[src/design/tx_csum_config.svh]
`ifndef TX_CSUM_CONFIG_SVH
`define TX_CSUM_CONFIG_SVH

// Frame buffer geometry in 64-bit beats
`define TXC_BUF_DEPTH 512
`define TXC_BUF_AW 9

// Control words per frame descriptor
`define TXC_CTRL_WORDS 6

// Flag nibble expected in word 0, bits 31:28
`define TXC_FLAG 4'hA

// Checksum control code in word 1 that requests insertion
// Any other code leaves the frame untouched
`define TXC_CS_FULL 2'b01

`endif

[src/design/tx_csum_pkg.sv]
package tx_csum_pkg;

   // One data beat, byte 0 of the beat in bits 7:0
   typedef logic [63:0] beat_data_t;

   // One keep bit per byte lane
   typedef logic [7:0] beat_keep_t;

   // Control stream word
   typedef logic [31:0] ctrl_word_t;

   // Byte position within a frame
   typedef logic [15:0] byte_off_t;

   // Checksum value or partial sum
   typedef logic [15:0] csum_t;

   // Wide running sum, carries kept until the fold
   typedef logic [31:0] csum_acc_t;

   // Beat index within a frame
   typedef logic [12:0] beat_cnt_t;

   typedef enum logic
   {
      collect,
      hold
   } parser_state_t;

   typedef enum logic [1:0]
   {
      idle,
      prime,
      stream
   } emit_state_t;

endpackage

[src/design/txc_parser.sv]
`timescale 1ns/10ps
`include "tx_csum_config.svh"

module txc_parser
(
   input  logic                   mm2s_clk,
   input  logic                   rst,
   input  tx_csum_pkg::ctrl_word_t txc_tdata,
   input  logic                   txc_tvalid,
   input  logic                   txc_tlast,
   output logic                   txc_tready,
   input  logic                   frame_done,
   output logic                   params_valid,
   output logic                   cs_enable,
   output tx_csum_pkg::byte_off_t cs_begin,
   output tx_csum_pkg::byte_off_t cs_insert,
   output tx_csum_pkg::csum_t     cs_init
);

   tx_csum_pkg::parser_state_t state;
   logic [2:0] word_cnt;
   logic       flag_ok;
   logic [1:0] cs_mode;
   logic       word_acc;
   logic       word_end;

   assign txc_tready = (state == tx_csum_pkg::collect);
   assign word_acc   = txc_tvalid && txc_tready;

   // tlast normally closes the descriptor, the count is a backstop
   assign word_end = txc_tlast || (word_cnt == 3'(`TXC_CTRL_WORDS - 1));

   assign cs_enable = flag_ok && (cs_mode == `TXC_CS_FULL);

   always_ff @(posedge mm2s_clk)
   begin
      if (rst)
      begin
         state        <= tx_csum_pkg::collect;
         word_cnt     <= 3'd0;
         params_valid <= 1'b0;
         flag_ok      <= 1'b0;
         cs_mode      <= 2'b00;
      end
      else
      begin
         case (state)
            tx_csum_pkg::collect:
            begin
               if (word_acc)
               begin
                  if (word_cnt == 3'd0)
                     flag_ok <= (txc_tdata[31:28] == `TXC_FLAG);
                  if (word_cnt == 3'd1)
                     cs_mode <= txc_tdata[1:0];
                  if (word_end)
                  begin
                     state        <= tx_csum_pkg::hold;
                     word_cnt     <= 3'd0;
                     params_valid <= 1'b1;
                  end
                  else
                     word_cnt <= word_cnt + 3'd1;
               end
            end
            tx_csum_pkg::hold:
            begin
               // Parameters stay put until the engine has seen the whole frame
               if (frame_done)
               begin
                  state        <= tx_csum_pkg::collect;
                  params_valid <= 1'b0;
               end
            end
            default:
               state <= tx_csum_pkg::collect;
         endcase
      end
   end

   // Offsets and initial sum
   always_ff @(posedge mm2s_clk)
   begin
      if (word_acc && (word_cnt == 3'd2))
      begin
         cs_begin  <= txc_tdata[31:16];
         cs_insert <= txc_tdata[15:0];
      end
      if (word_acc && (word_cnt == 3'd3))
         cs_init <= txc_tdata[15:0];
   end

endmodule

[config.mk]
export PLATFORM = sky130hd
export DESIGN_NAME = txc_parser
export DESIGN_NICKNAME = d
export VERILOG_FILES = /design/src/design/tx_csum_pkg.sv /design/src/design/txc_parser.sv
export VERILOG_INCLUDE_DIRS = /design/src /design/src/design
export SDC_FILE = /design/constraint.sdc
export NUM_CORES = 1
export LEC_CHECK = 0
export CAP_MARGIN = 20
export CORE_MARGIN = 3
export CORE_UTILIZATION = 60
export CTS_CLUSTER_SIZE = 20
export DETAILED_ROUTE_END_ITERATION = 8
export DONT_BUFFER_PORTS = 1
export PLACE_DENSITY = 0.76
export SLEW_MARGIN = 20
export SYNTH_ARGS = -nofsm -noshare
export SYNTH_HDL_FRONTEND = slang
export SYNTH_SLANG_ARGS = --single-unit
[constraint.sdc]
create_clock -name mm2s_clk -period 2.9 [get_ports mm2s_clk]
set_input_delay 0.29 -clock mm2s_clk [delete_from_list [all_inputs] [get_ports mm2s_clk]]
set_output_delay 0.29 -clock mm2s_clk [all_outputs]
set_load 0.01 [all_outputs]
# --- Yosys cells after proc, flatten, opt, wreduce, memory -nomap -nowiden ---
# Index checks and enable logic that the tools add are counted.
# W data, S select, Z words.
op_classes:
  n_shift: 0
  n_div: 0
  n_bitwise: 1
  n_mul: 0
  addsub: 1
  reduce_logical: 10
  mux: 9
  magnitude_cmp: 0
  n_eq_ne: 9
ops:
  columns: ["op", "n"]
  rows:
  - ["$reduce_and A3 Y1", 3]
  - ["$eq A3 B2 Y1 const B", 2]
  - ["$mux W1", 6]
  - ["$eq A4 B4 Y1 const B", 1]
  - ["$logic_and A1 B1 Y1", 4]
  - ["$ne A2 B1 Y1 const B", 2]
  - ["$pmux W1 S2", 2]
  - ["$add A3 B1 Y3 const B", 1]
  - ["$eq A3 B1 Y1 const B", 1]
  - ["$eq A3 B3 Y1 const B", 1]
  - ["$logic_not A3 Y1", 1]
  - ["$mux W3", 1]
  - ["$eq A2 B1 Y1 const B", 1]
  - ["$ne A2 B2 Y1 const B", 1]
  - ["$reduce_and A2 Y1", 1]
  - ["$logic_or A1 B1 Y1", 1]
  - ["$not A1 Y1", 1]
totals:
  latchBits: 0
  in_bits: 37
  output_inout_bits: 51
  ramBits: 0
  reg_bits: 56
  n_memories: 0
  rom_bits: 0

# --- Logic depth before layout (Yosys ltp) ---
depth:
  depth_word: 5
  ltp_mapped: 5
  mapped_depth_nobuf: 5

# --- Worst setup path before layout ---
# OpenSTA, ideal clock, no wires.
synth_path:
  kind: "register to register"
  startpoint: "register state"
  endpoint: "register cs_begin[0] (enable)"
  setup_ns: 0.392
  period_less_slack_ns: 1.838
  stages_incl_launch_ff: 4
  arrival_ns: 1.446
  setup_slack_ns: 1.062
  cell_sequence: "dfxtp_1 > nor2b_1 > buf_6 > and3_1"
synth_via:
  elab_chain_len: 3
synth_lines:
  columns: ["item", "line", "source"]
  rows:
  - ["start: declaration", "txc_parser.sv:20", "tx_csum_pkg::parser_state_t state;"]
  - ["start signal: assignment", "txc_parser.sv:39", "state <= tx_csum_pkg::collect;"]
  - ["start signal: assignment", "txc_parser.sv:58", "state <= tx_csum_pkg::hold;"]
  - ["start signal: assignment", "txc_parser.sv:71", "state <= tx_csum_pkg::collect;"]
  - ["$not A1 Y1", null, null]
  - ["$logic_and A1 B1 Y1", "txc_parser.sv:28", "assign word_acc = txc_tvalid && txc_tready;"]
  - ["$logic_and A1 B1 Y1", "txc_parser.sv:84", "if (word_acc && (word_cnt == 3'd2))"]
  - ["end signal: assignment", "txc_parser.sv:86", "cs_begin <= txc_tdata[31:16];"]
  - ["end: declaration", "txc_parser.sv:15", "output tx_csum_pkg::byte_off_t cs_begin,"]
# No other way between the ends.
# A chain may end at the register's enable or synchronous reset.

# --- Worst setup path in the final report ---
layout_path:
  startpoint: "register word_cnt[0]"
  endpoint: "register cs_init[2] (enable)"
layout_via:
  elab_chain_len: 2
layout_lines:
  columns: ["item", "line", "source"]
  rows:
  - ["start: declaration", "txc_parser.sv:21", "logic [2:0] word_cnt;"]
  - ["start signal: assignment", "txc_parser.sv:63", "word_cnt <= word_cnt + 3'd1;"]
  - ["$eq A3 B2 Y1", "txc_parser.sv:89", "if (word_acc && (word_cnt == 3'd3))"]
  - ["$logic_and A1 B1 Y1", "txc_parser.sv:89", null]
  - ["end signal: assignment", "txc_parser.sv:90", "cs_init <= txc_tdata[15:0];"]
  - ["end: declaration", "txc_parser.sv:17", "output tx_csum_pkg::csum_t cs_init"]
# No other way between the ends.

==> metrics.txt <==
Max-slew headroom 52.5%; unrepaired setup endpoints after global routing no; Leakage Power 0.788 nW; final setup fails 0; Die X 62.3 µm; PD cells 554 mW/mm²; worst ir drop on vdd 0.000414 V; top cells by area, synth edfxtp_1, dfxtp_1, ha_1; core box area 0.00288 mm²; CTS tree done; post-layout net count 177; P&R area growth vs syn 22.9%; full die area 0.00388 mm²; maximum clock insertion buffer count 2; gr ovfl total 0; CP Launch Type register; Post-DRT Antenna Nets 0; Peak Freq 580 MHz; worst-margin pin slew 0.713 ns; mapped cell area 0.00190 mm²; htree depth 2; Max Slew Vio Count 0; CTS clock-pin slew for the worst setup and hold paths 0.15 ns; I/O Buffers 0; Syn Area/Cell 20.0 µm²; FP Rows 19; Die Ht 62.3 µm; cell taking the most area after synthesis edfxtp_1; cells after synthesis 95; WL final 3660 µm; Tot GR Track Use 14.8%; Ant. Diodes 0; wire length per cell 20.6 µm; register area share after synthesis 84.2%; CP required 2.91 ns; Synth Register Bits 56; root buf cell clkbuf_4; CTS Sinks 56; setup TNS 0 ns; final std cells w/o fill 178; status finished, final reports clean; Starting DRT DRC Count 58; CP Capture Type register; commonest non-fill, non-tap cell in the layout edfxtp_1; max-cap violations 0; first-pass GRT wire length 4130 µm; Hold/Removal Path Class input port to register; placed cell count 137; synth unique cells 21; CP Data Arrival Time 1.73 ns; Initial Util 66.1%; initial antenna violation count 0; final hold vios 0; most frequent cells in the layout edfxtp_1, dlygate4sd3_1, dfxtp_1; # IOs 88; clock skew 0.0110 ns; cts bufs inserted 5; kind of critical path register to register; post_cts resized 0; largest net degree at the start of global routing 33; Net Count, Synth 137; Crit Path Max Fanout 16; post-synth top area share 75.8%; vias in the first global route 775; DRT Pass-1 Iters 4; Via density 5.28; fin crit period 1.72 ns; routability cong. 0.652; layout cells sized above 1 8.82%; worst skew pair latency 0.37 ns; via count 939; drt drc 0; total number of yosys warnings 0; final period utilization 59.4%
==> report_power, final <==
part           internal, W  switching (W)   total, W
clock            0.0000928       0.000220   0.000312
combinational    0.0000489      0.0000345  0.0000834
sequential        0.000887      0.0000124   0.000899
==> cells by family (layout without fill, tap and decap cells) <==
logic type | Yosys count | count (layout) | synth area share [%]
buffers and inverters | 6 | 47 | 1.58
AOI/OAI and AO/OA | 4 | 4 | 2.37
muxes | 4 | 4 | 2.11
and+or+nand+nor | 19 | 19 | 5.99
xor gates and xnor gates | 1 | 1 | 0.461
DFF | 56 | 56 | 84.2
adders and majority gates | 5 | 5 | 3.29
==> final timing paths <==
path / start / end / slack (ns) / depth (start not counted)
setup / recovery: word_cnt[0] / cs_init[2] / 1.18 / 3
hold reg to reg: params_valid / params_valid / 0.52 / 2
hold / removal: txc_tdata[1] / cs_mode[1] / 0.07 / 2
setup reg to reg: word_cnt[0] / cs_init[2] / 1.18 / 3
==> critical path, cell delays in order, from the launching register on <==
cell and delay [ns]:
dfxtp_1 0.45, ha_1 0.19, ha_1 0.14, and2_1 0.58
==> Yosys cell counts <==
cell       count
a2111oi_4      1
dfxtp_1        8
a21o_1         1
nor4bb_1       1
mux2i_1        4
a21oi_1        2
and4bb_2       2
edfxtp_1      48
nor2_1         5
xnor2_1        1
and2_4         1
and3_1         1
ha_1           5
or2b_1         1
inv_1          4
nor2b_1        1
and2_1         1
nor3_1         2
nand2_1        4
buf_6          1
buf_1          1
==> registers in the layout, summed over array words and instances (netlist names) <==
name and flops:
cs_begin 16, params_valid 1, word_cnt 3, cs_init 16
cs_mode 2, state 1, cs_insert 16, flag_ok 1
==> per-stage QoR <==
stage               cell area [µm²]  worst slack [ns]  total power (W)  utilization [%]  hold slack, ns
finish                         2340              1.18          0.00130             81.3          0.0750
global route                   2340              1.09          0.00134             81.3          0.0975
CTS                            2020              1.19          0.00125             70.1         0.00491
detailed placement             1950              1.22         0.000958             67.9           0.357
global placement               1950              1.30         0.000955             67.9           0.356
floorplan                      1900              1.06         0.000951                -           0.389
==> layer usage <==
layer	routed length (µm)	GRT usage [%]	up-vias
met5	0	0	-
li1	-	-	431
met4	42	7.71	0
met2	2150	25.7	49
met3	220	6.67	5
met1	1250	14.8	454
==> final cells by class <==
type / instances / area (µm²)
sequential: 56 / 1600
fill: 145 / 539
timing repair buffer: 35 / 345
multi-input combinational: 33 / 270
tap: 42 / 52.6
clock buffer: 6 / 41.3
inverter: 4 / 15.0
clock inverter: 2 / 11.3
==> repair_timing <==
item                      CTS  global route
hold endpoints to repair    8            48
hold buffers                1            32
setup buffers               0             0
Power figures use the tool's default switching activity.
