[src/design/tx_csum_config.svh]
`ifndef TX_CSUM_CONFIG_SVH
`define TX_CSUM_CONFIG_SVH

// Frame buffer geometry in 64-bit beats
`define TXC_BUF_DEPTH 512
`define TXC_BUF_AW 9

// Control words per frame descriptor
`define TXC_CTRL_WORDS 6

// Flag nibble expected in word 0, bits 31:28
`define TXC_FLAG 4'hA

// Checksum control code in word 1 that requests insertion
// Any other code leaves the frame untouched
`define TXC_CS_FULL 2'b01

`endif

[src/design/tx_csum_pkg.sv]
package tx_csum_pkg;

   // One data beat, byte 0 of the beat in bits 7:0
   typedef logic [63:0] beat_data_t;

   // One keep bit per byte lane
   typedef logic [7:0] beat_keep_t;

   // Control stream word
   typedef logic [31:0] ctrl_word_t;

   // Byte position within a frame
   typedef logic [15:0] byte_off_t;

   // Checksum value or partial sum
   typedef logic [15:0] csum_t;

   // Wide running sum, carries kept until the fold
   typedef logic [31:0] csum_acc_t;

   // Beat index within a frame
   typedef logic [12:0] beat_cnt_t;

   typedef enum logic
   {
      collect,
      hold
   } parser_state_t;

   typedef enum logic [1:0]
   {
      idle,
      prime,
      stream
   } emit_state_t;

endpackage

[src/design/csum_engine.sv]
`timescale 1ns/10ps

module csum_engine
(
   input  logic                    mm2s_clk,
   input  logic                    rst,
   input  logic                    beat_valid,
   input  tx_csum_pkg::beat_data_t beat_data,
   input  tx_csum_pkg::beat_keep_t beat_keep,
   input  logic                    beat_last,
   input  logic                    cs_enable,
   input  tx_csum_pkg::byte_off_t  cs_begin,
   input  tx_csum_pkg::byte_off_t  cs_insert,
   input  tx_csum_pkg::csum_t      cs_init,
   output logic                    engine_ready,
   output logic                    frame_done,
   output logic                    result_valid,
   output tx_csum_pkg::csum_t      result,
   output logic                    result_enable,
   output tx_csum_pkg::byte_off_t  result_insert,
   input  logic                    result_take
);

   tx_csum_pkg::beat_cnt_t beat_cnt;
   tx_csum_pkg::csum_acc_t acc;
   tx_csum_pkg::csum_acc_t beat_sum;
   tx_csum_pkg::csum_acc_t total_q;
   tx_csum_pkg::csum_acc_t fold_q;
   logic                   cmpl_pend;
   logic                   en_q;
   tx_csum_pkg::byte_off_t ins_q;

   // Four 16-bit words per beat, even lane is the high byte
   always_comb
   begin : pair_sum
      tx_csum_pkg::byte_off_t base;
      tx_csum_pkg::byte_off_t off_hi;
      tx_csum_pkg::byte_off_t off_lo;
      logic [7:0]             hi;
      logic [7:0]             lo;
      base     = {beat_cnt, 3'b000};
      beat_sum = '0;
      for (int p = 0; p < 4; p++)
      begin
         off_hi = base + 16'(2 * p);
         off_lo = off_hi + 16'd1;
         hi = (beat_keep[2*p] && (off_hi >= cs_begin)) ? beat_data[16*p +: 8] : 8'h00;
         lo = (beat_keep[2*p+1] && (off_lo >= cs_begin)) ? beat_data[16*p+8 +: 8] : 8'h00;
         beat_sum = beat_sum + {16'h0000, hi, lo};
      end
   end

   // Busy while the fold pipeline runs or a result waits
   assign engine_ready = !result_valid && !frame_done && !cmpl_pend;

   always_ff @(posedge mm2s_clk)
   begin
      if (rst)
      begin
         beat_cnt     <= '0;
         acc          <= '0;
         frame_done   <= 1'b0;
         cmpl_pend    <= 1'b0;
         result_valid <= 1'b0;
      end
      else
      begin
         frame_done <= beat_valid && beat_last;
         cmpl_pend  <= frame_done;
         if (beat_valid)
         begin
            if (beat_last)
            begin
               beat_cnt <= '0;
               acc      <= '0;
            end
            else
            begin
               beat_cnt <= beat_cnt + 1'b1;
               acc      <= acc + beat_sum;
            end
         end
         if (cmpl_pend)
            result_valid <= 1'b1;
         else if (result_take)
            result_valid <= 1'b0;
      end
   end

   // Total, first fold, then second fold with complement
   always_ff @(posedge mm2s_clk)
   begin
      if (beat_valid && beat_last)
      begin
         total_q <= acc + beat_sum + {16'h0000, cs_init};
         en_q    <= cs_enable;
         ins_q   <= cs_insert;
      end
      if (frame_done)
         fold_q <= {16'h0000, total_q[31:16]} + {16'h0000, total_q[15:0]};
      if (cmpl_pend)
      begin
         // First fold tops out at 0x1fffe, so this add cannot carry
         result        <= ~tx_csum_pkg::csum_t'(fold_q[15:0] + fold_q[31:16]);
         result_enable <= en_q;
         result_insert <= ins_q;
      end
   end

endmodule

[config.mk]
export PLATFORM = sky130hd
export DESIGN_NAME = csum_engine
export DESIGN_NICKNAME = d
export VERILOG_FILES = /design/src/design/tx_csum_config.svh /design/src/design/tx_csum_pkg.sv /design/src/design/csum_engine.sv
export SDC_FILE = /design/constraint.sdc
export NUM_CORES = 1
export LEC_CHECK = 0
export BUFFER_PORTS_ARGS = -buffer_cell sky130_fd_sc_hd__buf_2
export CORE_MARGIN = 1.5
export CORE_UTILIZATION = 33
export DETAILED_ROUTE_END_ITERATION = 10
export GPL_TIMING_DRIVEN = 0
export PLACE_DENSITY_LB_ADDON = 0.15
export RECOVER_POWER = 100
export SLEW_MARGIN = 20
export SYNTH_ARGS = -nofsm -noshare
export SYNTH_HDL_FRONTEND = slang
export SYNTH_SLANG_ARGS = --single-unit
[constraint.sdc]
create_clock -name mm2s_clk -period 14.5 [get_ports mm2s_clk]
set_clock_uncertainty 0.15 [all_clocks]
set_input_delay 4.35 -clock mm2s_clk [delete_from_list [all_inputs] [get_ports mm2s_clk]]
set_output_delay 4.35 -clock mm2s_clk [all_outputs]
set_load 0.01 [all_outputs]
; ---- Yosys cells after proc, flatten, opt, wreduce, memory -nomap -nowiden
; Index checks and enable logic that the tools add are counted.
[op_classes]
addsub = 15
n_mux = 12
reduce_logical = 15
order_cmp = 8
bitwise = 1
[op_table]
columns = operator, n
row1 = $ge A16 B16 Y1, 8
row2 = $add A16 B1 Y16 const B, 4
row3 = $mux W8, 8
row4 = $add A16 B16 Y17, 2
row5 = $add A16 B3 Y16 const B, 2
row6 = $add A32 B16 Y32, 1
row7 = $add A32 B19 Y32, 1
row8 = $mux W32, 1
row9 = $add A18 B16 Y19, 1
row10 = $add A17 B16 Y18, 1
row11 = $add A16 B16 Y16, 1
row12 = $add A16 B2 Y16 const B, 1
row13 = $not A16 Y16, 1
row14 = $add A13 B1 Y13 const B, 1
row15 = $mux W13, 1
row16 = $logic_and A1 B1 Y1, 11
row17 = $logic_not A1 Y1, 3
row18 = $mux W1, 2
row19 = $reduce_bool A2 Y1, 1
[totals]
out_inout_bits = 36
register_bits = 162

; ---- Longest topological paths before layout
[logic_depth]
depth_word = 10
mapped_depth = 34

; ---- Worst setup path after synthesis
; OpenSTA, ideal clock, no wires.
[synth_timing]
path_kind = input-to-reg
start = input port cs_begin[9]
end = register total_q[24], data pin
setup_ns = 0.269
path_slack_ns = 3.020
arrival_ns = 11.061
cell_stages = 32
path_cell_list = inv_1 > ha_1 > a21o_1 > a21o_1 > a21o_1 > a21o_1 > a21o_1 > a21o_1 > a21o_1 > o31a_1 > and2_1 > fa_1 > inv_1 > fa_1 > fa_1 > inv_1 > ha_1 > inv_1 > fa_1 > nand2b_1 > a21oi_1 > o21a_2 > xor2_1 > ha_1 > nand2_1 > a2111oi_0 > nand4b_1 > a41oi_1 > o21ai_0 > nand2_1 > o31ai_1 > xor2_1
[synth_via]
elab_chain_len = 8
[synth_rtl]
columns = item, line_no
row1 = "start, declared", csum_engine.sv:12  ; input tx_csum_pkg::byte_off_t cs_begin,
row2 = $ge A16 B16 Y1 (on tied branches), "csum_engine.sv:48, csum_engine.sv:47"
row3 = $logic_and A1 B1 Y1 (on tied branches), "csum_engine.sv:48, csum_engine.sv:47"
row4 = $mux W8 (on tied branches), "csum_engine.sv:48, csum_engine.sv:47"
row5 = $add A16 B16 Y17, csum_engine.sv:49  ; beat_sum = beat_sum + {16'h0000, hi, lo};
row6 = $add A17 B16 Y18, csum_engine.sv:49
row7 = $add A18 B16 Y19 (*), csum_engine.sv:49
row8 = $add A32 B19 Y32 (*), csum_engine.sv:95  ; total_q <= acc + beat_sum + {16'h0000, cs_init};
row9 = $add A32 B16 Y32 (*), csum_engine.sv:95
row10 = "end signal, assigned", csum_engine.sv:95
row11 = "end, declared", csum_engine.sv:27  ; tx_csum_pkg::csum_acc_t total_q;
; Every way passes the cells marked *; elsewhere a longest branch is shown, timed or not.
; A chain may end at the register's enable or synchronous reset.

; ---- Worst setup path after layout
[layout_timing]
start = input port cs_begin[9]
end = register total_q[28], data pin
; The elaborated chain is that of the path after synthesis.

==> run summary <==
Sequential power share = 47.3%
GPL Wtd Cong = 0.833
Multi-input logic area = 0.00578 mm^2
CTS Hold Bufs = 0
CTS sink count = 147
Fill cell count = 3160
Min cycle time layout = 12.32 ns
Clock Path Buffers = 2
MaxCap Viol Count = 3
Synth warn = 0
Clock Power Share = 45.2%
Main flop type after synthesis = edfxtp_1
Logic gate share of total power = 7.5%
Crit-path max cell delay = 0.51 ns
FF/Latch Area = 0.00393 mm^2
Final setup fails = 0
CTS resizes = 0
Unrepaired setup endpoints after global routing = no
First-pass GRT wire length = 40.7 mm
Core box area = 0.0308 mm^2
Nets = 1517
Seq/Total Area, Yosys = 37.9%
Lkg Pwr = 5.16 nW
Worst flop-to-flop path endpoint = total_q[28]
Overflow after GRT = 0
DIE HEIGHT = 180 um
Initial Util = 33.7%
Vias post-DR = 7992
PD cells = 81.2 mW/mm^2
DR WL/cell = 14.9 um
Postcts setup bufs = 0
H-Tree Level Count = 4
Setup TNS = 0 ns
Startpoint Class = input port
Crit Path Category = in2reg
Area Overhead vs Synth = 17.3%
Worst-margin pin slew = 3.24 ns
Total track usage = 15.9%
CTS tree = built
Biggest area consumer among synthesized cells = edfxtp_1
Worst VDD drop = 0.0000820 V
Post-Syn Instances = 1087
CP max FO = 8
Critical path startpoint = cs_begin[9]
Synth area leaders = edfxtp_1 (29%), fa_1 (9.4%), dfxtp_1 (9.2%), ha_1 (8.9%), inv_1 (5.0%)
Critical Path End = total_q[28]
Slew Limit Fails = 86
Full die area = 0.0326 mm^2
Worst hold path class = reg2reg
Vias in the first global route = 7924
Switching Fraction = 25.3%
Drt initial violations = 390
Slew margin rel. = -116%
Root buffer cell = clkbuf_16
Arrival @ worst endpoint = 12.36 ns
Clk_lat worst skew = 0.44 ns
Library cells used by synthesis = 70
Final Hold Viols = 0
Pre-antenna DRT Iters = 5
Syn_area_per_cell = 9.56 um^2
Overall die width = 180 um
Port buffer count = 161
Failing checks = max-capacitance violations, max-slew violations
Largest net degree at the start of global routing = 52
Ys async rst share = 0%
P_sw = 0.250 mW
DRC viols = 0
Synth top area share = 28.6%
Worst reg2reg setup slack = 5.86 ns
Post-synth EDFFs = 99
Layout cells sized above 1 = 13.5%
Initial antenna violation count = 1
Worst R2R Start = beat_cnt[6]
CP required = 14.53 ns
Row count = 64
Num ports = 162
Mapped Nets = 1336
Netlist Area Pre-Place = 0.0104 mm^2
Cell mode on critical path = a21o_1
Pint = 0.739 mW
Final ANT Viol Nets = 0
Flops & latches, synth = 147
Outcome = complete, but fails checks
HPWL Detailed = 20.3 mm
Worst Reg2Reg Path Length in Cells = 31
Fmax = 0.0811 GHz
CP max-delay cell = a2111oi_0
Final period util = 85.0%
CTS buffer count = 17
Worst setup EP type = flip-flop
Utilization after layout = 39.5%
Worst-path clk slew = 0.07 ns
WL final = 25.1 mm
Via density = 4.76
worst max-delay path, delay by kind of cell:
kind / cells / cell delay [ns]
compound gates: 13 / 3.46
fa+ha+maj: 7 / 2.63
simple gates: 6 / 1.33
buf+inv: 5 / 0.32
xor+xnor: 2 / 0.26
logic make-up after synthesis:
group,Yosys count,share of synthesized area [%]
and+or+nand+nor,364,17.7
AOI/OAI and AO/OA,206,13.0
buffers and inverters,163,5.99
DFF,147,37.9
adders and majority gates,123,18.4
xor gates and xnor gates,84,7.08
worst min path at each step:
stage	start	to	slack, ns	cells past startpoint
after floorplan	en_q	result_enable	0.25	0
after global placement	ins_q[1]	result_insert[1]	0.25	0
after detailed placement	ins_q[1]	result_insert[1]	0.26	0
after CTS	ins_q[3]	result_insert[3]	0.26	0
after global routing	ins_q[11]	result_insert[11]	0.28	0
final	ins_q[3]	result_insert[3]	0.26	0
power groups by stage:
stage                     clock network, mW  registers [mW]  logic, mW
after floorplan                           0           0.477     0.0396
after global placement                    0           0.478     0.0739
after detailed placement                  0           0.477     0.0757
after CTS                             0.461           0.467     0.0762
after global routing                  0.477           0.469     0.0838
final                                 0.448           0.468     0.0737
per-layer routing:
| metal | vias up | wire, um | global-route usage (%) |
|---|---|---|---|
| li1 | 4126 | - | - |
| met1 | 3666 | 11800 | 20.6 |
| met2 | 178 | 11800 | 26.6 |
| met3 | 22 | 953 | 2.87 |
| met4 | 0 | 472 | 5.41 |
| met5 | - | 0 | 0 |
state kept, by name, indices dropped and copies added (netlist names):
name,flops
frame_done,1
ins_q,16
result_enable,1
cmpl_pend,1
en_q,1
total_q,32
acc,32
result,16
result_valid,1
result_insert,16
fold_q,17
beat_cnt,13
layout by cell type, fill, tap and decap left out, drive strengths merged, types with 3 or more instances in the layout:
cell type,synthesis,routed
inv,139,146
buf,8,131
edfxtp,99,99
nor2,98,98
nand2,96,96
ha,74,74
clkbuf,16,72
a21oi,66,66
xnor2,50,50
fa,49,49
dfxtp,48,48
o21ai,38,38
xor2,34,34
nand3,31,31
and2,29,29
nor3,24,24
a22oi,20,20
a21o,18,18
nand4,18,18
and3,16,16
a211oi,13,13
nor2b,11,11
o21a,11,11
nand2b,9,9
nor4,8,8
or3,7,7
nor3b,5,5
clkinv,0,5
a31oi,4,4
o21bai,4,4
o211ai,4,4
o31a,3,3
o31ai,3,3
a2111oi,3,3
o2111ai,3,3
a31o,3,3
synthesized netlist by cell type, types with 5 or more instances:
cell,n
inv_1,139
edfxtp_1,99
nor2_1,97
nand2_1,96
ha_1,74
a21oi_1,65
xnor2_1,50
fa_1,49
dfxtp_1,48
xor2_1,34
nand3_1,31
o21ai_0,29
and2_1,28
nor3_1,23
a22oi_1,20
a21o_1,17
clkbuf_1,16
and3_1,15
nand4_1,15
a211oi_1,11
nor2b_1,11
o21a_1,10
nand2b_1,9
o21ai_1,9
or3_1,7
buf_2,5
nor3b_1,5
cell type report:
type / count / area share [%]
clock buffer: 17 / 3.49
buffer: 24 / 0.822
antenna: 1 / 0.0205
tap: 396 / 4.07
sequential: 147 / 32.3
timing repair buffer: 162 / 6.25
inverter: 139 / 4.28
multi-input combinational: 777 / 47.4
clock inverter: 15 / 1.36
stage by stage:
stage	hold slack, ns	instance area [um^2]	cells	setup WS [ns]	total power [mW]
2_1_floorplan	0.250	10400	1087	3.02	0.516
3_3_place_gp	0.251	11700	1644	1.90	0.552
3_5_place_dp	0.255	11700	1645	1.82	0.552
4_1_cts	0.262	12300	1677	2.25	1.00
5_1_grt	0.277	12200	1678	1.41	1.03
6_report	0.258	12200	1678	2.18	0.989
Power figures use the tool's default switching activity.
