--- src/design/tx_csum_config.svh ---
`ifndef TX_CSUM_CONFIG_SVH
`define TX_CSUM_CONFIG_SVH

// Frame buffer geometry in 64-bit beats
`define TXC_BUF_DEPTH 512
`define TXC_BUF_AW 9

// Control words per frame descriptor
`define TXC_CTRL_WORDS 6

// Flag nibble expected in word 0, bits 31:28
`define TXC_FLAG 4'hA

// Checksum control code in word 1 that requests insertion
// Any other code leaves the frame untouched
`define TXC_CS_FULL 2'b01

`endif

--- src/design/tx_csum_pkg.sv ---
package tx_csum_pkg;

   // One data beat, byte 0 of the beat in bits 7:0
   typedef logic [63:0] beat_data_t;

   // One keep bit per byte lane
   typedef logic [7:0] beat_keep_t;

   // Control stream word
   typedef logic [31:0] ctrl_word_t;

   // Byte position within a frame
   typedef logic [15:0] byte_off_t;

   // Checksum value or partial sum
   typedef logic [15:0] csum_t;

   // Wide running sum, carries kept until the fold
   typedef logic [31:0] csum_acc_t;

   // Beat index within a frame
   typedef logic [12:0] beat_cnt_t;

   typedef enum logic
   {
      collect,
      hold
   } parser_state_t;

   typedef enum logic [1:0]
   {
      idle,
      prime,
      stream
   } emit_state_t;

endpackage

--- src/design/frame_emitter.sv ---
`timescale 1ns/10ps

module frame_emitter
(
   input  logic                    mm2s_clk,
   input  logic                    rst,
   input  logic                    result_valid,
   input  tx_csum_pkg::csum_t      result,
   input  logic                    result_enable,
   input  tx_csum_pkg::byte_off_t  result_insert,
   output logic                    result_take,
   output logic                    rd_en,
   input  tx_csum_pkg::beat_data_t rd_data,
   input  tx_csum_pkg::beat_keep_t rd_keep,
   input  logic                    rd_last,
   input  logic                    empty,
   output tx_csum_pkg::beat_data_t tx_axis_mac_tdata,
   output tx_csum_pkg::beat_keep_t tx_axis_mac_tkeep,
   output logic                    tx_axis_mac_tlast,
   output logic                    tx_axis_mac_tvalid,
   input  logic                    tx_axis_mac_tready
);

   tx_csum_pkg::emit_state_t state;
   tx_csum_pkg::beat_cnt_t   beat_idx;
   tx_csum_pkg::csum_t       csum_q;
   logic                     en_q;
   tx_csum_pkg::byte_off_t   ins_q;
   tx_csum_pkg::beat_data_t  patched;
   logic                     take;
   logic                     load;

   // Frame is already whole in the buffer once its result shows up
   assign take        = (state == tx_csum_pkg::idle) && result_valid && !empty;
   assign result_take = take;

   // In prime and stream, rd_data always holds the next unsent beat
   assign load  = (state != tx_csum_pkg::idle) && (!tx_axis_mac_tvalid || tx_axis_mac_tready);
   assign rd_en = take || (load && !rd_last);

   // Checksum goes big endian into two adjacent lanes
   always_comb
   begin : patch
      logic [2:0] lane;
      lane    = ins_q[2:0];
      patched = rd_data;
      if (en_q && (beat_idx == ins_q[15:3]))
      begin
         patched[8*lane +: 8]     = csum_q[15:8];
         patched[8*lane + 8 +: 8] = csum_q[7:0];
      end
   end

   always_ff @(posedge mm2s_clk)
   begin
      if (rst)
      begin
         state              <= tx_csum_pkg::idle;
         beat_idx           <= '0;
         tx_axis_mac_tvalid <= 1'b0;
      end
      else
      begin
         case (state)
            tx_csum_pkg::idle:
               if (take)
                  state <= tx_csum_pkg::prime;
            tx_csum_pkg::prime:
               if (load)
                  state <= rd_last ? tx_csum_pkg::idle : tx_csum_pkg::stream;
            tx_csum_pkg::stream:
               if (load && rd_last)
                  state <= tx_csum_pkg::idle;
            default:
               state <= tx_csum_pkg::idle;
         endcase

         if (take)
            beat_idx <= '0;
         else if (load)
            beat_idx <= beat_idx + 1'b1;

         if (load)
            tx_axis_mac_tvalid <= 1'b1;
         else if (tx_axis_mac_tready)
            tx_axis_mac_tvalid <= 1'b0;
      end
   end

   always_ff @(posedge mm2s_clk)
   begin
      if (take)
      begin
         csum_q <= result;
         en_q   <= result_enable;
         ins_q  <= result_insert;
      end
      if (load)
      begin
         tx_axis_mac_tdata <= patched;
         tx_axis_mac_tkeep <= rd_keep;
         tx_axis_mac_tlast <= rd_last;
      end
   end

endmodule

--- config.mk ---
export PLATFORM = sky130hd
export DESIGN_NAME = frame_emitter
export DESIGN_NICKNAME = d
export VERILOG_FILES = /design/src/design/tx_csum_config.svh /design/src/design/tx_csum_pkg.sv /design/src/design/frame_emitter.sv
export SDC_FILE = /design/constraint.sdc
export NUM_CORES = 1
export LEC_CHECK = 0
export ABC_AREA = 1
export BUFFER_PORTS_ARGS = -buffer_cell sky130_fd_sc_hd__buf_2
export CELL_PAD_IN_SITES_DETAIL_PLACEMENT = 1
export CELL_PAD_IN_SITES_GLOBAL_PLACEMENT = 2
export CORE_ASPECT_RATIO = 1.25
export CORE_MARGIN = 4
export CORE_UTILIZATION = 33
export CTS_BUF_LIST = sky130_fd_sc_hd__clkbuf_16
export DETAILED_ROUTE_END_ITERATION = 8
export PLACE_DENSITY = 0.83
export SYNTH_ARGS = -nofsm -noshare
export SYNTH_HDL_FRONTEND = slang
export SYNTH_SLANG_ARGS = --single-unit
--- constraint.sdc ---
create_clock -name mm2s_clk -period 10.6 [get_ports mm2s_clk]
set_input_delay 2.12 -clock mm2s_clk [delete_from_list [all_inputs] [get_ports mm2s_clk]]
set_output_delay 2.12 -clock mm2s_clk [all_outputs]
set_load 0.01 [all_outputs]
Yosys cells after proc, flatten, opt, wreduce, memory -nomap -nowiden
Index checks and enable logic that the tools add are counted.
Widths: inputs -> output; s select.
Word-level totals
  bits in latches: 0
  bits in writable memories: 0
  bits in registers: 122
  memories kept: 0
  bits of input ports: 111
  memory bits (read-only): 0
Operators by class
  shifts and indexed selects: 4
  magnitude comparators: 0
  reductions and logical operators: 16
  muxes and demuxes: 10
  $add $sub $neg: 4
  div/mod/pow operators: 0
  bitwise gates (word level): 0
  multipliers: 0
  equal/unequal tests: 6
Operator list (count)
  $bwmux 64: 2
  $shift 8x34->64 const A: 2
  $shiftx 8x34->64: 2
  $mux 64: 1
  $neg 6->34: 1
  $neg 7->34: 1
  $add 13x1->13 const B: 1
  $eq 13x13->1: 1
  $mux 2: 4
  $add 6x4->7 const B: 1
  $logic_and 1x1->1: 6
  $ne 2x2->1 const B: 3
  $pmux 2 s3: 1
  $reduce_bool 2->1: 2
  $logic_not 1->1: 3
  $reduce_and 3->1: 1
  $eq 2x1->1 const B: 1
  $eq 2x2->1 const B: 1
  $logic_not 2->1: 1
  $logic_or 1x1->1: 2
  $mux 1: 2
  $reduce_or 2->1: 1

Depth between registers and ports, before layout
Gate-level depths: netlist of the first run.
  depth after elaboration: 6
  depth in mapped cells: 14
  gate-level depth less buffers: 12

Least setup slack after synthesis of the first run
Ideal clock, no wire load.
  path kind: input port to flip-flop
  start point: input tx_axis_mac_tready
  end point: register beat_idx[7]
  setup slack: 4140 ps
  cell stages on the path: 6
  arrival time: 6343 ps
  setup time: 118 ps
  cell sequence: nor2_1 > nor2_1 > nand3_1 > nor2_1 > xor2_1 > nor2_1
On the way
  longest elaborated chain between the ends: 2
Ends and longest elaborated chain
  start: declaration: RTL line frame_emitter.sv:21  | input logic tx_axis_mac_tready
  $logic_or 1x1->1: RTL line frame_emitter.sv:38  | assign load = (state != tx_csum_pkg::idle) && (!tx_axis_mac_tvalid || tx_axis_mac_tready);
  $logic_and 1x1->1: RTL line frame_emitter.sv:38
  named net load: RTL line frame_emitter.sv:31  | logic load;
  end signal: assignment: RTL line frame_emitter.sv:81  | beat_idx <= beat_idx + 1'b1;
  end: declaration: RTL line frame_emitter.sv:25  | tx_csum_pkg::beat_cnt_t beat_idx;
The timed path passes the listed nets, and every way through them passes these cells.
A chain may end at the register's enable or synchronous reset.

Final worst setup path of the first run
  start point: input empty
  end point: output result_take
On the way
  longest elaborated chain between the ends: 2
Ends and longest elaborated chain
  start: declaration: RTL line frame_emitter.sv:16  | input logic empty,
  $logic_not 1->1: RTL line frame_emitter.sv:34  | assign take = (state == tx_csum_pkg::idle) && result_valid && !empty;
  $logic_and 1x1->1: RTL line frame_emitter.sv:34
  end: declaration: RTL line frame_emitter.sv:11  | output logic result_take,
Every way passes these cells.

==> impl_metrics.tcl, run 1 <==
set metrics [dict create \
    io_buffers 186 \
    met3_length_mm 1.29 \
    syn-num-nets 1098 \
    synth_area_mm2 0.00756 \
    core_area_mm2 0.0224 \
    postCtsResizedCells 0 \
    post-route-drc-count 0 \
    setup_violations 0 \
    die_area_mm2 0.0254 \
    cts_hold_buf 0 \
    peakVddDrop_uv 88.9 \
    gp_congestion 0.892 \
    nNetsFinal 1275 \
    slew_headroom 0.517 \
    clockBufferDepth 2 \
    synthCells 979 \
    synth_top_cells_by_area "edfxtp_1 (42%), nand2_1 (15%), nand3_1 (9.2%)" \
    synth-seq-cells 122 \
    top_layer_used "met5" \
    synth_cell_types 35 \
    synth_edf_count 106 \
    met2_length_mm 13.2 \
    htree_levels 4 \
    detailed_place_hpwl_mm 19.6 \
    avgSynthCellArea_um2 7.73 \
    vias_per_cell 4.93 \
    io_pins 187 \
    pwr-share-clk 0.427 \
    worstMarginPinSlew_ns 0.721 \
    hp-class "flip-flop to flip-flop" \
    drt_first_pass_iters 4 \
    initial_core_util 0.337 \
    p_comb_frac 0.124 \
    cts_root_buf "clkbuf_16" \
    layout_commonest_cell "nand2_1" \
    crit_start "empty" \
    drive_above_1_share 0.263 \
    end_kind "output port" \
    fin_crit_sh 0.491 \
    timing.rr.start "ins_q[0]" \
    via_count 7163 \
    drv_slew 0 \
    crit_path_start_kind "input pin" \
    grt_pass1_wl_mm 39.7 \
    syn2layout_area_growth_pct 21.4 \
    overflow 0 \
    rows 61 \
    wl_mm 25.9 \
    grt_pass1_vias 7427 \
    cts_tree "yes" \
    wl_per_cell_um 17.8 \
    cp_max_fo 35 \
    fin_util 0.409 \
    fmax_mhz 192 \
    die_h_um 177 \
    die_w_um 143 \
    rsz0062_at_grt "no" \
    yosysWarnings 0 \
    clkTransAtPathRegs_ns 0.06 \
    status "complete, no violations" \
    worstPathArrival_ns 3.09 \
    yosysTopAreaCellShare 0.421 \
    pwr-share-seq 0.449 \
    p_sw_uw 347 \
    cts_setup_buffers 0 \
    clock_skew_ns 0.0208 \
    clkLatencyLatePin_ns 0.44 \
    path_class "input pin to output port" \
    grt_start_max_net_pins 43 \
    swShare 0.279 \
    critPathRequiredTime_ns 8.48 \
    track_usage 0.204 \
    leakage_nw 4.30 \
    fin_crit_ns 5.21 \
    hold_violations 0 \
    p_int_uw 895 \
    seq_area_frac_synth 0.463 \
    p_per_area_mw_per_mm2 135 \
    min_from "beat_idx[3]" \
    wl_met1_mm 10.7 \
    synth.largest_area_cell "edfxtp_1" \
    drtIter0Drc 399 \
    antenna_found_initial 2 \
    postSynth.asyncResetShare 0 \
    final_antenna_net_count 0 \
    cts.sinks 122 \
    synth-main-ff-cell "edfxtp_1" \
    max-cap-violations 0 \
    mostFrequentLayoutCells "nand2_1 (301), buf_2 (186), nand3_1 (139), nor2_1 (109), edfxtp_1 (106)" \
    fin_setup_tns_ns 0 \
    cts_made_buffers 17 \
]
[metal layers]
metal	up-vias	global-route usage
li1	3572	-
met1	3369	0.243
met2	180	0.362
met3	40	0.0411
met4	2	0.0722
met5	-	0
[cell families after synthesis]
family | Yosys count | share of synthesized area
multiplexers | 4 | 0.00529
AO/OA/AOI/OAI | 44 | 0.0327
XOR/XNOR | 2 | 0.00232
adder cells (fa/ha/maj) | 8 | 0.0132
AND/OR/NAND/NOR | 664 | 0.400
flip-flops | 122 | 0.463
buffers and inverters | 135 | 0.0829
[flip-flops by register name, indices dropped and copies added, names as in the netlist]
signal	cells
beat_idx	13
csum_q	16
en_q	1
ins_q	16
state	2
tx_axis_mac_tdata	64
tx_axis_mac_tkeep	8
tx_axis_mac_tlast	1
tx_axis_mac_tvalid	1
[cell type report]
cell class              instances  area (µm²)
flip-flops and latches        122        3500
clock inverters                15         104
diodes                          1        2.50
multi-input cells             722        3440
repair buffers                192         976
well taps                     283         354
inverters                     101         379
fillers                      2860       13300
clock buffers                  17         425
[path summary, 6_finish.rpt]
check	endpoint	cells after the start	slack (ns)
worst max register to register	tx_axis_mac_tdata[6]	9	7.18
worst min-delay path	beat_idx[3]	2	0.51
worst max-delay path	result_take	6	5.39
worst min register to register	beat_idx[3]	2	0.51
[power groups by stage]
stage | sequential (mW) | clock (mW) | combinational, mW
2_1_floorplan | 0.571 | 0 | 0.0862
3_3_place_gp | 0.567 | 0 | 0.152
3_5_place_dp | 0.568 | 0 | 0.155
4_1_cts | 0.558 | 0.546 | 0.156
5_1_grt | 0.559 | 0.567 | 0.174
6_report | 0.557 | 0.531 | 0.154
[through the flow]
stage	setup WS [ns]	cells	cell area, µm²	hold WS (ns)	power [mW]
after floorplan	4.14	979	7560	0.469	0.657
after global placement	5.39	1420	8650	0.497	0.719
after detailed placement	5.37	1420	8650	0.502	0.723
after CTS	5.37	1452	9180	0.512	1.26
after global routing	5.29	1453	9190	0.542	1.30
final	5.39	1453	9190	0.506	1.24
[synth_stat cells (14+ instances only)]
library cell / n
nor2_1: 110
inv_2: 14
o21ai_0: 17
dfxtp_1: 16
inv_1: 87
nand2_1: 301
nand3_1: 139
nand4_1: 34
a21oi_1: 15
edfxtp_1: 106
nor2_2: 41
[worst max-delay path: stages]
cell     delay (ns)
buf_2          0.09
nor2_1         0.09
nand2_1        0.08
inv_1          0.07
buf_4          0.40
buf_2          0.22
(Power assumes the default switching activity.)
==> inputs of run 2 (changes only) <==
--- a/config.mk
+++ b/config.mk
@@ -5,16 +5,16 @@
 export SDC_FILE = /design/constraint.sdc
 export NUM_CORES = 1
 export LEC_CHECK = 0
-export ABC_AREA = 1
+export ABC_AREA = 0
 export BUFFER_PORTS_ARGS = -buffer_cell sky130_fd_sc_hd__buf_2
 export CELL_PAD_IN_SITES_DETAIL_PLACEMENT = 1
 export CELL_PAD_IN_SITES_GLOBAL_PLACEMENT = 2
 export CORE_ASPECT_RATIO = 1.25
 export CORE_MARGIN = 4
-export CORE_UTILIZATION = 33
+export CORE_UTILIZATION = 29
 export CTS_BUF_LIST = sky130_fd_sc_hd__clkbuf_16
 export DETAILED_ROUTE_END_ITERATION = 8
-export PLACE_DENSITY = 0.83
+export PLACE_DENSITY = 0.72
 export SYNTH_ARGS = -nofsm -noshare
 export SYNTH_HDL_FRONTEND = slang
 export SYNTH_SLANG_ARGS = --single-unit
==> constraint.sdc (replaced) <==
create_clock -name mm2s_clk -period 4.51 [get_ports mm2s_clk]
set_input_delay 0.902 -clock mm2s_clk [delete_from_list [all_inputs] [get_ports mm2s_clk]]
set_output_delay 0.902 -clock mm2s_clk [all_outputs]
set_load 0.01 [all_outputs]
==> run 2 against run 1 <==
  * Clock skew shrank 0.014 ns
  * First-iteration DRC count fell by 41%
  * Highest routed layer unchanged
  * Worst setup slack got worse by 4.1 ns
  * Non-clock buffer count down 3
==> impl_metrics.tcl, run 2 <==
set metrics [dict create \
    status "complete, no violations" \
    synth_edf_count 106 \
    leakage_nw 2.89 \
    synth-main-ff-cell "edfxtp_1" \
    worst_path_max_delay_cell "edfxtp_1" \
    io_pins 187 \
    postCtsResizedCells 0 \
    wl_mm 18.6 \
    p_sw_uw 671 \
    rsz0062_at_grt "no" \
    path_class "flip-flop to flip-flop" \
    nNetsFinal 784 \
    grt_pass1_vias 4894 \
    drtIter0Drc 235 \
    synth_area_mm2 0.00588 \
    pwr-share-seq 0.443 \
    overflow 0 \
    crit_top_cell "ha_1" \
    largest_reg_flops 64 \
    io_buffers 186 \
    initial_core_util 0.299 \
    placed_cells 911 \
    drive_above_1_share 0.416 \
    yosysWarnings 0 \
    power_mw 2.97 \
    hp-class "flip-flop to flip-flop" \
    via_count 4566 \
    core_area_mm2 0.0197 \
    p_per_area_mw_per_mm2 387 \
    track_usage 0.162 \
    die_w_um 135 \
    synthCells 481 \
    yosysTopAreaCellShare 0.541 \
    critical_path.top_delay_family "simple AND/OR/NAND/NOR gates" \
    die_area_mm2 0.0226 \
    reg.largest.list "tx_axis_mac_tdata: 64 flops, csum_q: 16 flops, ins_q: 16 flops" \
    mostFrequentLayoutCells "buf_2 (186), edfxtp_1 (106), nand3_1 (56), o21ai_0 (54), nand2_1 (42)" \
    worstMarginPinSlew_ns 1.11 \
    htree_levels 4 \
    layout_commonest_cell "buf_2" \
    cp.buffers_inverters 1 \
    swShare 0.226 \
    pre_cts_ws_ns 1.36 \
    grt_pass1_wl_mm 27.8 \
    worstPathArrival_ns 3.43 \
    yosysMostFrequentCell "edfxtp_1" \
    synth-seq-cells 122 \
    pwr-share-clk 0.479 \
    hold_violations 0 \
    crit_path_start_kind "flip-flop" \
    cts_hold_buf 0 \
    gp_congestion 0.820 \
    die_h_um 167 \
    final_antenna_net_count 0 \
    slowest_delay_ns 0.69 \
    fill_cells 2190 \
    fin_crit_ns 3.18 \
    p_comb_frac 0.078 \
    fin_setup_tns_ns 0 \
    setup_violations 0 \
    yosys-top-cells-count "edfxtp_1 (106), nand3_1 (56), o21ai_0 (54)" \
    cts_tree "yes" \
    slew_headroom 0.253 \
    cts.sinks 122 \
    end_kind "flip-flop" \
    post-route-drc-count 0 \
    detailed_place_hpwl_mm 13.7 \
    fin_cells 946 \
    cp_max_fo 15 \
    vias_per_cell 4.83 \
    fin_crit_sh 0.706 \
    syn2layout_area_growth_pct 30.8 \
    avgSynthCellArea_um2 12.2 \
    cts_root_buf "clkbuf_16" \
    crit_path_cell_trace "inv_1 > ha_1 > ha_1 > nor4b_1 > o21ai_0 > nor4b_2 > a22oi_1 > o2bb2ai_1" \
    syn-num-nets 600 \
    grt_start_max_net_pins 78 \
    cts_setup_buffers 0 \
    seq_area_frac_synth 0.596 \
    peakVddDrop_uv 227 \
    fmax_mhz 314 \
    top_register "tx_axis_mac_tdata" \
    clkTransAtPathRegs_ns 0.06 \
    drv_slew 0 \
    synth_cell_types 37 \
    p_int_mw 2.30 \
    clock_skew_ns 0.00701 \
    max-cap-violations 0 \
    clkLatencyLatePin_ns 0.42 \
    synth_top_cells_by_area "edfxtp_1 (54%), mux2_2 (7.7%), dfxtp_1 (5.4%)" \
    cts_made_buffers 17 \
    postSynth.asyncResetShare 0 \
    rows 57 \
    antenna_found_initial 4 \
    drt_first_pass_iters 4 \
    critPathRequiredTime_ns 4.75 \
    fin_ws_ns 1.33 \
    wl_per_cell_um 19.6 \
    synth.largest_area_cell "edfxtp_1" \
    clockBufferDepth 2 \
]
[run 2: per-stage QoR]
stage / area [µm²] / hold slack (ns) / util
floorplan: 5890 / 0.476 / -
global placement: 7070 / 0.499 / 0.359
detailed placement: 7070 / 0.532 / 0.359
CTS: 7680 / 0.541 / 0.390
global route: 7690 / 0.595 / 0.391
finish: 7690 / 0.542 / 0.391
[run 2: tightest hold or removal path, cell delays in order (launching register included)]
cell and delay [ns]:
dfxtp_1 0.34, o21ai_0 0.08, a21oi_1 0.07
[run 2: layout make-up]
| cell class | instances | area, µm² | share of cell area |
|---|---|---|---|
| sequential | 122 | 3500 | 0.456 |
| multi-input combinational | 327 | 2250 | 0.293 |
| timing repair buffer | 189 | 953 | 0.124 |
| clock buffer | 17 | 425 | 0.0553 |
| tap | 265 | 332 | 0.0431 |
| clock inverter | 15 | 185 | 0.0241 |
| inverter | 8 | 30.0 | 0.00390 |
| antenna | 3 | 7.51 | 0.000976 |
[run 2: metal layers]
metal	up-vias	wire, µm	track usage
met5	-	21	0
met4	4	400	0.0539
met3	32	1260	0.0549
met2	155	9690	0.289
met1	2208	7220	0.181
li1	2167	-	-
[run 2: worst paths after layout]
kind / start / to / slack (ns) / cells after the start
min reg2reg: beat_idx[1] / beat_idx[1] / 0.54 / 2
min: beat_idx[1] / beat_idx[1] / 0.54 / 2
max: ins_q[0] / tx_axis_mac_tdata[37] / 1.33 / 8
max reg2reg: ins_q[0] / tx_axis_mac_tdata[37] / 1.33 / 8
[run 2: logic make-up after synthesis]
group / after synthesis / synth area share
and+or+nand+nor: 156 / 0.129
DFF: 122 / 0.596
AOI/OAI and AO/OA: 85 / 0.0834
muxes: 56 / 0.117
buffers and inverters: 32 / 0.0240
xor gates and xnor gates: 22 / 0.0328
adders and majority gates: 8 / 0.0170
[run 2: power groups by stage]
| stage | registers (mW) | logic [mW] | clock network, mW |
|---|---|---|---|
| 3_3_place_gp | 1.34 | 0.227 | 0 |
| 5_1_grt | 1.32 | 0.256 | 1.50 |
| 4_1_cts | 1.32 | 0.237 | 1.45 |
| 2_1_floorplan | 1.34 | 0.106 | 0 |
| 3_5_place_dp | 1.34 | 0.235 | 0 |
| 6_report | 1.32 | 0.231 | 1.42 |
